`config.mk`:
```
export PLATFORM = sky130hd
export DESIGN_NAME = div_top
export DESIGN_NICKNAME = d
export VERILOG_FILES = /design/src/logic/div_cmd_pkg.sv /design/src/logic/div_types_pkg.sv /design/src/logic/div_ifs.sv /design/src/logic/div_decode.sv /design/src/logic/div_execute.sv /design/src/logic/div_result.sv /design/src/logic/div_top.sv
export VERILOG_INCLUDE_DIRS = /design/src /design/src/logic
export SDC_FILE = /design/constraint.sdc
export NUM_CORES = 1
export LEC_CHECK = 0
export ABC_AREA = 1
export BUFFER_PORTS_ARGS = -buffer_cell sky130_fd_sc_hd__buf_2
export CORE_AREA = 2 2 88 107
export DETAILED_ROUTE_END_ITERATION = 6
export DIE_AREA = 0 0 90 109
export GPL_TIMING_DRIVEN = 0
export PLACE_DENSITY = 0.73
export SLEW_MARGIN = 20
export SYNTH_ARGS = -nofsm -noshare
export SYNTH_HDL_FRONTEND = slang
export SYNTH_SLANG_ARGS = --single-unit
```
`constraint.sdc`:
```
create_clock -name clk -period 5.18 [get_ports clk]
set_input_delay 0.777 -clock clk [delete_from_list [all_inputs] [get_ports clk]]
set_output_delay 0.777 -clock clk [all_outputs]
set_load 0.005 [all_outputs]
```
`src/logic/div_defs.svh`:
```
`ifndef DIV_DEFS_SVH
`define DIV_DEFS_SVH

// operand width in bits, shared by every datapath in the divide unit
`define DIV_WIDTH 8

// one quotient bit is resolved per iteration of the restoring loop
`define DIV_ITER `DIV_WIDTH

`endif

```
`src/logic/div_cmd_pkg.sv`:
```
package div_cmd_pkg;

  // selects how operands are interpreted
  typedef enum logic {
    DIV_UNSIGNED = 1'b0,
    DIV_SIGNED   = 1'b1
  } div_sign_e;

  // sideband captured by decode and consumed by the result stage
  typedef struct packed {
    logic neg_quot;
    logic neg_rem;
    logic div_by_zero;
  } op_flags_t;

endpackage

```
`src/logic/div_types_pkg.sv`:
```
`include "div_defs.svh"

package div_types_pkg;

  // operands, quotient and remainder
  typedef logic [`DIV_WIDTH-1:0] data_t;

  // working register of the execute block, remainder in the upper half
  typedef logic [2*`DIV_WIDTH-1:0] wide_t;

  // iteration counter, must reach DIV_ITER itself
  typedef logic [$clog2(`DIV_ITER+1)-1:0] cnt_t;

  typedef enum logic [2:0] {
    IDLE,
    LOAD,
    SUB,
    SHIFT,
    DONE
  } exec_state_e;

endpackage

```
`src/logic/div_ifs.sv`:
```
`timescale 1ns/1ps

// operation handed from decode to execute and result
interface div_op_if;
  import div_types_pkg::*;
  import div_cmd_pkg::*;

  logic      start;
  data_t     dividend_mag;
  data_t     divisor_mag;
  op_flags_t flags;
  data_t     orig_dividend;
  logic      busy;

  modport decode (
    output start,
    output dividend_mag,
    output divisor_mag,
    output flags,
    output orig_dividend,
    input  busy
  );

  modport execute (
    input  start,
    input  dividend_mag,
    input  divisor_mag,
    output busy
  );

  // sign correction needs the flags and the untouched dividend
  modport result (
    input flags,
    input orig_dividend
  );

endinterface

// raw unsigned result from execute to result
interface div_res_if;
  import div_types_pkg::*;

  logic  done;
  data_t raw_quot;
  data_t raw_rem;

  modport execute (
    output done,
    output raw_quot,
    output raw_rem
  );

  modport result (
    input done,
    input raw_quot,
    input raw_rem
  );

endinterface

```
`src/logic/div_decode.sv`:
```
`timescale 1ns/1ps
`include "div_defs.svh"

module div_decode (
  input  logic                   clk,
  input  logic                   rstn,
  input  logic                   en,
  input  div_cmd_pkg::div_sign_e op_signed,
  input  div_types_pkg::data_t   dividend,
  input  div_types_pkg::data_t   divisor,
  output logic                   ready,
  div_op_if.decode               op
);
  import div_types_pkg::*;
  import div_cmd_pkg::*;

  logic      accept;
  logic      pending;
  logic      dividend_neg;
  logic      divisor_neg;
  data_t     dividend_abs;
  data_t     divisor_abs;
  op_flags_t flags_next;

  // pending covers the gap between acceptance and execute raising busy
  assign ready  = !(pending || op.busy);
  assign accept = en && ready;

  // sign bits only matter in signed mode
  assign dividend_neg = (op_signed == DIV_SIGNED) && dividend[`DIV_WIDTH-1];
  assign divisor_neg  = (op_signed == DIV_SIGNED) && divisor[`DIV_WIDTH-1];

  assign dividend_abs = dividend_neg ? -dividend : dividend;
  assign divisor_abs  = divisor_neg ? -divisor : divisor;

  always_comb begin
    flags_next.neg_quot    = dividend_neg ^ divisor_neg;
    flags_next.neg_rem     = dividend_neg;
    flags_next.div_by_zero = (divisor == '0);
  end

  // start follows acceptance by one cycle, pending drops once start is seen
  always_ff @(posedge clk or negedge rstn) begin
    if (!rstn) begin
      pending  <= 1'b0;
      op.start <= 1'b0;
    end else begin
      op.start <= 1'b0;
      if (accept) begin
        pending <= 1'b1;
      end
      if (pending && !op.start) begin
        op.start <= 1'b1;
      end
      if (op.start) begin
        pending <= 1'b0;
      end
    end
  end

  // operation fields stay put until the next accepted operation
  always_ff @(posedge clk) begin
    if (accept) begin
      op.dividend_mag  <= dividend_abs;
      op.divisor_mag   <= divisor_abs;
      op.flags         <= flags_next;
      op.orig_dividend <= dividend;
    end
  end

  // busy comes from execute, so this ties the two blocks together
  a_start_when_idle: assert property (
    @(posedge clk) disable iff (!rstn)
    $rose(op.start) |-> !op.busy
  ) else $error("start raised while execute is busy");

endmodule

```
`src/logic/div_execute.sv`:
```
`timescale 1ns/1ps
`include "div_defs.svh"

module div_execute (
  input logic        clk,
  input logic        rstn,
  div_op_if.execute  op,
  div_res_if.execute res
);
  import div_types_pkg::*;

  exec_state_e state;
  exec_state_e state_next;
  wide_t       work;
  wide_t       divisor_e;
  logic        work_carry;
  cnt_t        cnt;
  logic        drain;

  always_ff @(posedge clk or negedge rstn) begin
    if (!rstn) begin
      state <= IDLE;
    end else begin
      state <= state_next;
    end
  end

  // each round shifts first, then tries the subtraction
  always_comb begin
    state_next = state;
    case (state)
      IDLE: begin
        if (op.start) begin
          state_next = LOAD;
        end
      end
      LOAD: state_next = SHIFT;
      SHIFT: state_next = SUB;
      SUB: begin
        if (cnt == cnt_t'(`DIV_ITER)) begin
          state_next = DONE;
        end else begin
          state_next = SHIFT;
        end
      end
      DONE: state_next = IDLE;
      default: state_next = IDLE;
    endcase
  end

  // drain keeps busy up while the result stage presents its output
  always_ff @(posedge clk or negedge rstn) begin
    if (!rstn) begin
      cnt   <= '0;
      drain <= 1'b0;
    end else begin
      drain <= (state == DONE);
      if (state == LOAD) begin
        cnt <= '0;
      end else if (state == SHIFT) begin
        cnt <= cnt + 1'b1;
      end
    end
  end

  always_ff @(posedge clk) begin
    case (state)
      LOAD: begin
        work       <= wide_t'(op.dividend_mag);
        divisor_e  <= {op.divisor_mag, {`DIV_WIDTH{1'b0}}};
        work_carry <= 1'b0;
      end
      SHIFT: begin
        {work_carry, work} <= {work, 1'b0};
      end
      SUB: begin
        // the carry means the partial remainder already exceeds the divisor
        if (work_carry || (work >= divisor_e)) begin
          work <= work - divisor_e + 1'b1;
        end
        work_carry <= 1'b0;
      end
      default: begin
        work <= work;
      end
    endcase
  end

  assign op.busy      = (state != IDLE) || drain;
  assign res.done     = (state == DONE);
  assign res.raw_quot = work[`DIV_WIDTH-1:0];
  assign res.raw_rem  = work[2*`DIV_WIDTH-1:`DIV_WIDTH];

  a_done_pulse: assert property (
    @(posedge clk) disable iff (!rstn)
    res.done |=> !res.done
  ) else $error("done held for more than one cycle");

  a_iter_bound: assert property (
    @(posedge clk) disable iff (!rstn)
    cnt <= cnt_t'(`DIV_ITER)
  ) else $error("iteration count out of range");

endmodule

```
`src/logic/div_result.sv`:
```
`timescale 1ns/1ps

module div_result (
  input  logic                 clk,
  input  logic                 rstn,
  div_op_if.result             op,
  div_res_if.result            res,
  output div_types_pkg::data_t quotient,
  output div_types_pkg::data_t remainder,
  output logic                 div_by_zero,
  output logic                 vld_out
);
  import div_types_pkg::*;

  data_t quot_fixed;
  data_t rem_fixed;

  // magnitudes get their signs back here, the zero divisor overrides both
  always_comb begin
    quot_fixed = op.flags.neg_quot ? -res.raw_quot : res.raw_quot;
    rem_fixed  = op.flags.neg_rem ? -res.raw_rem : res.raw_rem;
    if (op.flags.div_by_zero) begin
      quot_fixed = '1;
      rem_fixed  = op.orig_dividend;
    end
  end

  always_ff @(posedge clk or negedge rstn) begin
    if (!rstn) begin
      vld_out <= 1'b0;
    end else begin
      vld_out <= res.done;
    end
  end

  // outputs hold until the next done overwrites them
  always_ff @(posedge clk) begin
    if (res.done) begin
      quotient    <= quot_fixed;
      remainder   <= rem_fixed;
      div_by_zero <= op.flags.div_by_zero;
    end
  end

  a_vld_pulse: assert property (
    @(posedge clk) disable iff (!rstn)
    vld_out |=> !vld_out
  ) else $error("vld_out is not a single cycle pulse after done");

endmodule

```
`src/logic/div_top.sv`:
```
`timescale 1ns/1ps

module div_top (
  input  logic                   clk,
  input  logic                   rstn,
  input  logic                   en,
  input  div_cmd_pkg::div_sign_e op_signed,
  input  div_types_pkg::data_t   dividend,
  input  div_types_pkg::data_t   divisor,
  output logic                   ready,
  output div_types_pkg::data_t   quotient,
  output div_types_pkg::data_t   remainder,
  output logic                   div_by_zero,
  output logic                   vld_out
);

  div_op_if  op_bus ();
  div_res_if res_bus ();

  // captures the operation and strips the signs
  div_decode u_decode (
    .clk       (clk),
    .rstn      (rstn),
    .en        (en),
    .op_signed (op_signed),
    .dividend  (dividend),
    .divisor   (divisor),
    .ready     (ready),
    .op        (op_bus.decode)
  );

  // unsigned restoring loop, one bit every two cycles
  div_execute u_execute (
    .clk  (clk),
    .rstn (rstn),
    .op   (op_bus.execute),
    .res  (res_bus.execute)
  );

  div_result u_result (
    .clk         (clk),
    .rstn        (rstn),
    .op          (op_bus.result),
    .res         (res_bus.result),
    .quotient    (quotient),
    .remainder   (remainder),
    .div_by_zero (div_by_zero),
    .vld_out     (vld_out)
  );

endmodule

```
Yosys cells after proc, flatten, opt, wreduce, memory -nomap -nowiden

Cells that the tools add are included.

Add/sub/neg operators: 7
$lt $le $gt $ge: 1
Eq/ne operators: 7
Multiplexer cells: 16
Bitwise operators: 1
Reduce and logical (&&, ||, !) cells: 18

Operator list:

| cell                                                                  | number |
|---|---|
| 16-bit case mux with 3 select lines                                   | 1 |
| 8-bit 2-to-1 mux                                                      | 5 |
| 8-bit negation                                                        | 4 |
| 16-bit by 1-bit adder with 16-bit output, second input constant       | 1 |
| 16-bit >= comparator                                                  | 1 |
| 16-bit 2-to-1 mux                                                     | 1 |
| 16-bit subtractor                                                     | 1 |
| 3-bit case mux with 4 select lines                                    | 1 |
| 8-bit logical NOT                                                     | 1 |
| 4-bit 2-to-1 mux                                                      | 2 |
| 3-bit by 2-bit equality test with 1-bit output, second input constant | 2 |
| 3-bit 2-to-1 mux                                                      | 2 |
| 2-bit nonzero test                                                    | 3 |
| 3-bit nonzero test                                                    | 2 |
| 4-bit by 1-bit adder with 4-bit output, second input constant         | 1 |
| 4-bit equality test, second input constant                            | 1 |
| 1-bit logical AND                                                     | 4 |
| 3-bit by 1-bit equality test with 1-bit output, second input constant | 1 |
| 3-bit equality test, second input constant                            | 1 |
| 3-bit logical NOT                                                     | 1 |
| 1-bit logical OR                                                      | 3 |
| 1-bit 2-to-1 mux                                                      | 3 |
| 1-bit logical NOT                                                     | 2 |
| 2-bit by 1-bit != test with 1-bit output, second input constant       | 1 |
| other kinds (5)                                                       | 5 |

Flip-flop bits (word level): 79
Bits of input ports: 20
Output and inout port bits: 19
Word-level logic and storage cells: 67

Depth between registers and ports, before layout

Gate-level depths: netlist of run 1.

Word-level depth: 7
Depth in mapped cells: 12
Depth with buffers taken out: 12

By module

A second synthesis of run 1 with hierarchy kept.

Cells, all modules: 563
Area, all modules: 4,890.9 sq um

Modules (own cells, without submodules):

| module      | times used | cells each | area an instance (sq um) | sequential area each (sq um) |
|---|---|---|---|---|
| div_execute | 1          | 330        | 2,607.5                  | 950.9 |
| div_decode  | 1          | 110        | 1,248.7                  | 830.8 |
| div_result  | 1          | 123        | 1,034.7                  | 535.5 |

Worst setup path before layout of run 1

No wires, ideal clock.

Path type: flip-flop to flip-flop
From: register u_execute.work[2]
To: register u_execute.work[0], enable pin
Setup time: 0.393 ns
Data arrival time: 1.968 ns
Required time: 4.787 ns
Slack: 2.819 ns
Cell stages (with the launch flop): 11
Buffers on the path: 0
Clock period less this slack: 2.361 ns
Cell sequence: edfxtp_1 -> inv_1 -> ha_1 -> nand2_1 -> nor2_1 -> inv_1 -> o21ai_1 -> nand2_1 -> nand2_1 -> nand2_1 -> a21boi_1

Cells in the longest elaborated chain, start to end: 4

Ends and longest elaborated chain:

| what                                                      | RTL line          | text |
|---|---|---|
| from (decl)                                               | div_execute.sv:14 | `wide_t work;` |
| from (signal assigned)                                    | div_execute.sv:69 | `work <= wide_t'(op.dividend_mag);` |
| from (signal assigned)                                    | div_execute.sv:74 | `{work_carry, work} <= {work, 1'b0};` |
| from (signal assigned)                                    | div_execute.sv:79 | `work <= work - divisor_e + 1'b1;` |
| 16-bit >= comparator                                      | div_execute.sv:78 | `if (work_carry \|\| (work >= divisor_e)) begin` |
| 1-bit logical OR                                          | div_execute.sv:78 |  |
| 2-bit by 1-bit != test with 1-bit output (no source line) | -                 |  |
| 2-bit AND reduction (no source line)                      | -                 |  |

No other way between the ends.
A chain may end at the register's enable or synchronous reset.

Worst setup path in the final report of run 1

From: register u_execute.work[10]
To: register u_execute.work[14] (data pin)

Cells in the longest elaborated chain, start to end: 4

Ends and longest elaborated chain:

| what                                     | RTL line          | text |
|---|---|---|
| 16-bit subtractor                        | div_execute.sv:79 |  |
| 16-bit by 1-bit adder with 16-bit output | div_execute.sv:79 |  |
| 16-bit 2-to-1 mux                        | div_execute.sv:78 |  |
| 16-bit case mux with 3 select lines      | div_execute.sv:67 | `case (state)` |

No other way between the ends. The select of a mux whose other input is x is not followed.

==> out/results.tsv, run 1 <==
stage	metric	value	unit
status	status	completed	
final_layout	fraction of layout cells with a size suffix above 1	15.90	%
sta	headroom to the max-slew limit	37.62	%
placed_design	pre-CTS WS	2910	ps
worst_hold_path	min-delay worst type	in2async	
synth	Synth Warn #	0	
sta	Finish-stage setup viols	0	
global_route	largest net degree at the start of global routing	27	
power	leakage	2.471	nW
setup_path	Req. time, crit path	5290	ps
placed_design	DP HPWL	7.599	mm
route	DRT antenna net count	0	
global_route	GRT Util Overall	21.42	%
setup_path	CP most frequent cell	nand2_1	
route	Highest Signal Layer	met4	
global_route	global-route wire length before repair	16.42	mm
sta	Tcrit/Tclk final	44.94	%
sta	fmax	429.6	MHz
cts	Hold Buf Count CTS	0	
floorplan	Initial Util	53.31	%
placed_design	DP Cell Count	689	
cts	H-Tree Depth	3	
route	via count	3611	
cts	Resize count post-CTS	0	
floorplan	Total Die Area	9810	µm²
route	metal3 WL	387	µm
power	internal power	0.001762	W
sta	measured slew at the worst slew-check pin	934.7	ps
route	DRC Markers	0	
synth	library cells used by synthesis	39	
setup_path	startpoint types	register	
synth	Mapped Avg Cell Area	8.929	µm²
sta	Worst Clk Skew	12.12	ps
sta	max-slew violations	0	
cts	TritonCTS clock tree	built	
setup_path	Worst Path Max Fanout	5	
power	switching part of the total power	45.55	%
floorplan	FP Rows	38	
final_layout	fin area	5283	µm²
sta	Fin Hold WS	252.4	ps
final_layout	Final Non-Filler Cells	705	
final_layout	Storage cell area	2292	µm²
power	Worst IR Drop VDD	0.2672	mV
synth	Mapped Cells	528	
global_route	Remaining Overflow, GRT	0	
power	Clk pwr share	14.1	%
setup_path	CP cell instances	ha_1 > fa_1 > nand2_1 > inv_1 > nand2_1 > nor2_1 > nand2_1 > nand3_1 > nand2_1 > nand3_1 > nand2_1	
power	Logic pwr share	52.9	%
route	met2 routed WL	4.835	mm
final_layout	final net count	639	
cts	CTS Buf Count	9	
cts	postcts setup bufs	0	
floorplan	Die X	90	µm
route	M1 wire length	4.141	mm
final_layout	area of the multi-input gates	2032	µm²
placed_design	Placer Congestion	0.9051	
cts	clk slew on worst S/H paths	80	ps
floorplan	Die Span Y	109	µm
job	max cap viols	0	
cts	CTS sink count	78	
power	register share of total power	33.0	%
final_layout	diode count	0	
setup_path	CP max-delay cell	fa_1	
cts	Clock Latency Late Sink	360	ps
sta	worst setup margin	2852	ps
power	Sw Pwr	0.001474	W
placed_design	placed cell area	5090	µm²
final_layout	most common cell after layout, fill and taps aside	nand2_1	
sta	Tmin final	2328	ps
route	routed vias/inst	5.122	
cts	Root Buffer	clkbuf_8	
cts	clk buf depth	2	
placed_design	Port Buffers	38	
sta	Final Hold Vio Count	0	
final_layout	most frequent cells in the layout	nand2_1, inv_1, edfxtp_1	
synth	FF+latch count, synth	78	
route	TritonRoute pass-1 iters	5	
final_layout	Fill cells	791	
final_layout	area growth from synthesis to layout	12.05	%
power	PD cells	612.4	nW/µm²
setup_path	crit-path max cell delay	590	ps
route	DRT iter0 DRCs	221	
floorplan	core area	8843	µm²
synth	mapped cell area	4715	µm²
route	DR WL/cell	13.72	µm
sta	Fin Setup TNS	0	ps
setup_path	worst path arrival time	2440	ps
synth	Syn Nets	587	
route	Routed WL	9.672	mm
global_route	vias in the first global route	3636	
setup_path	endpoint class of the critical path	register	
global_route	antenna violations before repair	0	
setup_path	WS Path Type	reg2reg	
floorplan	I/O pin cnt	39	
synth	register area share after synthesis	48.62	%
sta	RSZ-0062 raised after global routing	false	
==> Yosys cell counts (all sizes together) <==
library cell    n  area, µm²
nand2         138      545.5
o211ai          2      15.01
buf             2      25.02
o31ai           3      32.53
o21bai          1      7.510
o22ai           2      12.51
nor2           52      215.2
edfxtp         68       2042
nand4           5      31.28
clkinv          1      3.750
o21ai          23      115.1
o221ai          4      35.03
nor3            7      50.05
ha             36      450.4
nor4            1      6.260
a21boi          2      15.01
nand3b          2      15.01
fa              3      60.06
dfrtp          10      250.2
inv            96      362.9
nor3b           2      15.01
a21oi          22      117.6
nand3          29      155.2
clkbuf          2      7.510
xor2           10      87.58
xnor2           4      35.03
a31oi           1      6.260
==> cell families after synthesis <==
| group | after synthesis | synth area share (%) |
|---|---|---|
| adders and majority gates | 39 | 10.83 |
| xor gates and xnor gates | 14 | 2.601 |
| AOI/OAI and AO/OA | 60 | 7.564 |
| buffers and inverters | 101 | 8.466 |
| DFF | 78 | 48.62 |
| and+or+nand+nor | 236 | 21.92 |
==> per-layer routing <==
metal | vias up | track usage [%]
li1 | 1827 | -
met1 | 1662 | 24.91
met2 | 102 | 38.08
met3 | 20 | 3.110
met4 | 0 | 12.53
met5 | - | 0
==> area by class of cell <==
cell class,instances,area share (%)
plain buffers,4,0.6158
clock buffers,12,2.748
clock inverters,4,0.9000
inverters,97,6.940
multi-input cells,349,38.47
flip-flops and latches,78,43.39
well taps,120,2.842
repair buffers,41,4.098
==> power by group through the flow <==
stage,clock (W),combinational (W),sequential (W)
detailed placement,0,0.00169,0.00107
global route,0.000489,0.00195,0.00108
finish,0.000458,0.00171,0.00107
CTS,0.000467,0.00170,0.00106
floorplan,0,0.00130,0.00103
global placement,0,0.00162,0.00107
==> state kept, by name, summed over array words and instances, names as in the netlist, 3 cells and up <==
name                       count
u_execute.state                3
u_result.quotient              8
u_decode.op.divisor_mag        8
u_execute.cnt                  4
u_decode.op.orig_dividend      8
u_decode.op.flags              3
u_execute.divisor_e            8
u_execute.work                16
u_result.remainder             8
u_decode.op.dividend_mag       7
==> per-stage QoR <==
stage | total power (W) | util [%]
2_1_floorplan | 0.002333 | -
3_3_place_gp | 0.002690 | 57.16
3_5_place_dp | 0.002760 | 57.56
4_1_cts | 0.003231 | 59.73
5_1_grt | 0.003522 | 59.73
6_report | 0.003235 | 59.73
==> final timing paths <==
kind	startpoint	endpoint	slack, ps	cells past startpoint
max	u_execute.work[10]	u_execute.work[14]	2850	11
min in group clk	u_decode.op.divisor_mag[5]	u_execute.divisor_e[13]	420	0
max in group asynchronous	rstn	u_execute.cnt[2]	4730	1
max reg2reg	u_execute.work[10]	u_execute.work[14]	2850	11
min reg2reg	u_decode.op.divisor_mag[5]	u_execute.divisor_e[13]	420	0
min	rstn	u_execute.cnt[1]	250	1
==> critical path, delay by kind of cell, from the launching register on <==
| family | cells | cell delay, ps |
|---|---|---|
| simple gates | 8 | 620 |
| fa+ha+maj | 2 | 880 |
| buf+inv | 1 | 90 |
| flops | 1 | 500 |
No activity file was read; power rests on OpenSTA's default activity.
==> run 2: changes to the inputs <==
- ABC_AREA: 1 -> 0
- CORE_AREA: 2 2 88 107 -> 2 2 86 105
- DIE_AREA: 0 0 90 109 -> 0 0 88 107
- PLACE_DENSITY: 0.73 -> 0.75
- clock period: 5.18 -> 2.1 ns (I/O delays scaled with it)
==> run 2 against run 1 <==
The run now ends with setup timing left; largest power group unchanged; critical endpoint is now u_execute.work[15]; critical path type unchanged; count of clock-buffer cells in the layout decreased by 3; sequential share of layout area decreased by 2.1 points; maximum frequency shrank 7.5%.
==> out/results.tsv, run 2 <==
stage	metric	value	unit	change
status	status	complete, but fails checks		was completed
status	failing checks	setup timing		
global_route	vias in the first global route	3339		was 3636
placed_design	DP Cell Count	556		was 689
setup_path	Worst Path Max Fanout	4		was 5
worst_hold_path	min-delay worst type	in2reg		was in2async
cts	clk buf depth	2		unchanged
synth	Area contributors post-synth	edfxtp_1, ha_1, dfrtp_1		was edfxtp_1, nand2_1, ha_1
sta	RSZ-0062 raised after global routing	true		was false
global_route	largest net degree at the start of global routing	28		was 27
setup_path	endpoint class of the critical path	register		unchanged
power	Worst IR Drop VDD	0.7869	mV	was 0.2672 mV
cts	TritonCTS clock tree	built		unchanged
route	Routed WL	10.18	mm	was 9.672 mm
placed_design	Port Buffers	38		unchanged
final_layout	fraction of layout cells with a size suffix above 1	30.08	%	was 15.90%
synth	FF+latch count, synth	78		unchanged
placed_design	placed cell area	4842	µm²	was 5090 µm²
global_route	antenna violations before repair	0		unchanged
synth	register area share after synthesis	51.71	%	was 48.62%
cts	H-Tree Depth	3		unchanged
synth	EDFF count, synth	68		unchanged
final_layout	most common cell after layout, fill and taps aside	edfxtp_1		was nand2_1
route	routed vias/inst	5.514		was 5.122
sta	worst setup margin	-416.6	ps	was 2852 ps
synth	Syn Nets	460		was 587
cts	clk slew on worst S/H paths	90	ps	was 80 ps
final_layout	Fill cells	595		was 791
final_layout	final net count	546		was 639
synth	library cells used by synthesis	52		was 39
sta	Tmin final	2517	ps	was 2328 ps
sta	fmax	397.4	MHz	was 429.6 MHz
sta	Tcrit/Tclk final	119.8	%	was 44.94%
synth	mapped cell area	4433	µm²	was 4715 µm²
final_layout	max reg flops	16		unchanged
sta	measured slew at the worst slew-check pin	613.0	ps	was 934.7 ps
final_layout	most frequent cells in the layout	edfxtp_1, nand2_1, buf_2		was nand2_1, inv_1, edfxtp_1
power	total power	0.009234	W	was 0.003235 W
floorplan	core area	8379	µm²	was 8843 µm²
cts	Clock Latency Late Sink	370	ps	was 360 ps
job	max cap viols	0		unchanged
setup_path	startpoint types	register		unchanged
floorplan	Total Die Area	9416	µm²	was 9810 µm²
cts	Root Buffer	clkbuf_8		unchanged
route	via count	3358		was 3611
floorplan	Initial Util	52.90	%	was 53.31%
power	PD cells	1663	nW/µm²	was 612.4 nW/µm²
synth	Synth top area share	46.06	%	was 43.31%
sta	max-slew violations	0		unchanged
sta	Final Hold Vio Count	0		unchanged
synth	top-count cell post-synth	edfxtp_1		was nand2_1
setup_path	worst path arrival time	2610	ps	was 2440 ps
synth	ys flop type	edfxtp_1		unchanged
final_layout	diode count	0		unchanged
sta	Worst Clk Skew	12.43	ps	was 12.12 ps
placed_design	Placer Congestion	0.9010		was 0.9051
sta	Fin Hold WS	157.5	ps	was 252.4 ps
final_layout	fin area	5553	µm²	was 5283 µm²
route	DRC Markers	0		unchanged
synth	fraction of registers with async set/reset	12.82	%	unchanged
floorplan	FP Rows	37		was 38
placed_design	DP HPWL	6.426	mm	was 7.599 mm
global_route	Remaining Overflow, GRT	0		unchanged
final_layout	Most flops, register	u_execute.work		unchanged
final_layout	area growth from synthesis to layout	25.26	%	was 12.05%
power	leakage	2.266	nW	was 2.471 nW
floorplan	Die X	88	µm	was 90 µm
global_route	global-route wire length before repair	16.26	mm	was 16.42 mm
sta	headroom to the max-slew limit	58.98	%	was 37.62%
final_layout	Final Non-Filler Cells	609		was 705
synth	top cells by count, synth	edfxtp_1, nand2_1, ha_1		was nand2_1, inv_1, edfxtp_1
global_route	GRT Util Overall	23.19	%	was 21.42%
synth	Mapped Avg Cell Area	11.05	µm²	was 8.929 µm²
setup_path	Req. time, crit path	2190	ps	was 5290 ps
route	DRT iter0 DRCs	311		was 221
setup_path	WS Path Type	reg2reg		unchanged
synth	Mapped Cells	401		was 528
route	DRT antenna net count	0		unchanged
cts	CTS Buf Count	9		unchanged
synth	post-synth top area cell	edfxtp_1		unchanged
floorplan	I/O pin cnt	39		unchanged
cts	CTS sink count	78		unchanged
route	TritonRoute pass-1 iters	5		unchanged
floorplan	Die Span Y	107	µm	was 109 µm
synth	Synth Warn #	0		unchanged
route	DR WL/cell	16.72	µm	was 13.72 µm
sta	Finish-stage setup viols	25		was 0
-- run 2: cell count changes after synthesis, sizes merged, moves of 5 or more --
cell,change
nand4,-5
a21oi,-5
nand3,-24
clkbuf,+7
xor2,+9
mux2i,+5
nor2,-25
nor2b,+6
nand2,-87
xnor2,+11
inv,-64
o21ai,+7
-- run 2: area by class of cell --
type	count	area, µm²	area share [%]
clock inverters	7	82.58	1.487
clock buffers	9	123.9	2.231
plain buffers	8	30.03	0.5408
flip-flops and latches	78	2292	41.28
multi-input cells	282	2272	40.92
repair buffers	75	481.7	8.675
well taps	117	146.4	2.636
inverters	33	123.9	2.231
-- run 2: per-layer routing --
metal,vias to the layer above,GRT usage [%],wire length [µm]
li1,1585,-,-
met1,1619,28.66,4071
met2,125,37.99,5303
met3,29,5.158,470
met4,0,11.32,338
met5,-,0,0
-- run 2: per-stage QoR --
| stage | utilization, % | setup TNS (ps) | worst slack, ps |
|---|---|---|---|
| floorplan | - | -936.2 | -280.0 |
| global placement | 57.79 | -7697 | -536.0 |
| finish | 66.27 | -3726 | -416.6 |
| global route | 66.27 | -5207 | -515.9 |
| detailed placement | 57.79 | -9715 | -523.9 |
| CTS | 64.70 | -2270 | -404.6 |
-- run 2: final timing paths --
check	end	slack [ps]	cells past startpoint	startpoint
setup / recovery	u_execute.work[15]	-420	8	u_execute.work[3]
hold / removal	u_decode.op.orig_dividend[6]	160	1	dividend[6]
setup reg to reg	u_execute.work[15]	-420	8	u_execute.work[3]
hold reg to reg	u_execute.divisor_e[9]	420	0	u_decode.op.divisor_mag[1]
max in group asynchronous	u_execute.drain	1570	2	rstn
min in group asynchronous	u_decode.op.start	330	2	rstn
-- run 2: timing repair --
item	4_1_cts	5_1_grt
hold buffers	1	0
pin swaps	15	10
hold endpoints to repair	10	0
setup buffers	31	5
gates resized for setup	30	22
gates cloned	1	0
setup endpoints to repair	53	52
-- run 2: cells by family (layout without fill, tap and decap cells) --
group,count (synthesis),in the layout,synth area share [%]
AOI/OAI and AO/OA,79,80,11.37
xor gates and xnor gates,34,34,6.718
adders and majority gates,39,39,11.52
buffers and inverters,42,132,3.556
DFF,78,78,51.71
muxes,9,9,2.145
and+or+nand+nor,120,120,12.98
-- run 2: critical path, cell delays in order, from the launching register on --
cell and delay (ps):
edfxtp_1 450, inv_2 160, ha_4 220, o21ba_4 210, or4_4 470, a211oi_4 350
a221oi_2 100, xor2_1 150, o21ai_1 120
-- run 2: report_power, final --
part / internal, W / switching (W)
registers: 0.00229 / 0.000287
clock network: 0.000565 / 0.000620
logic: 0.00252 / 0.00295
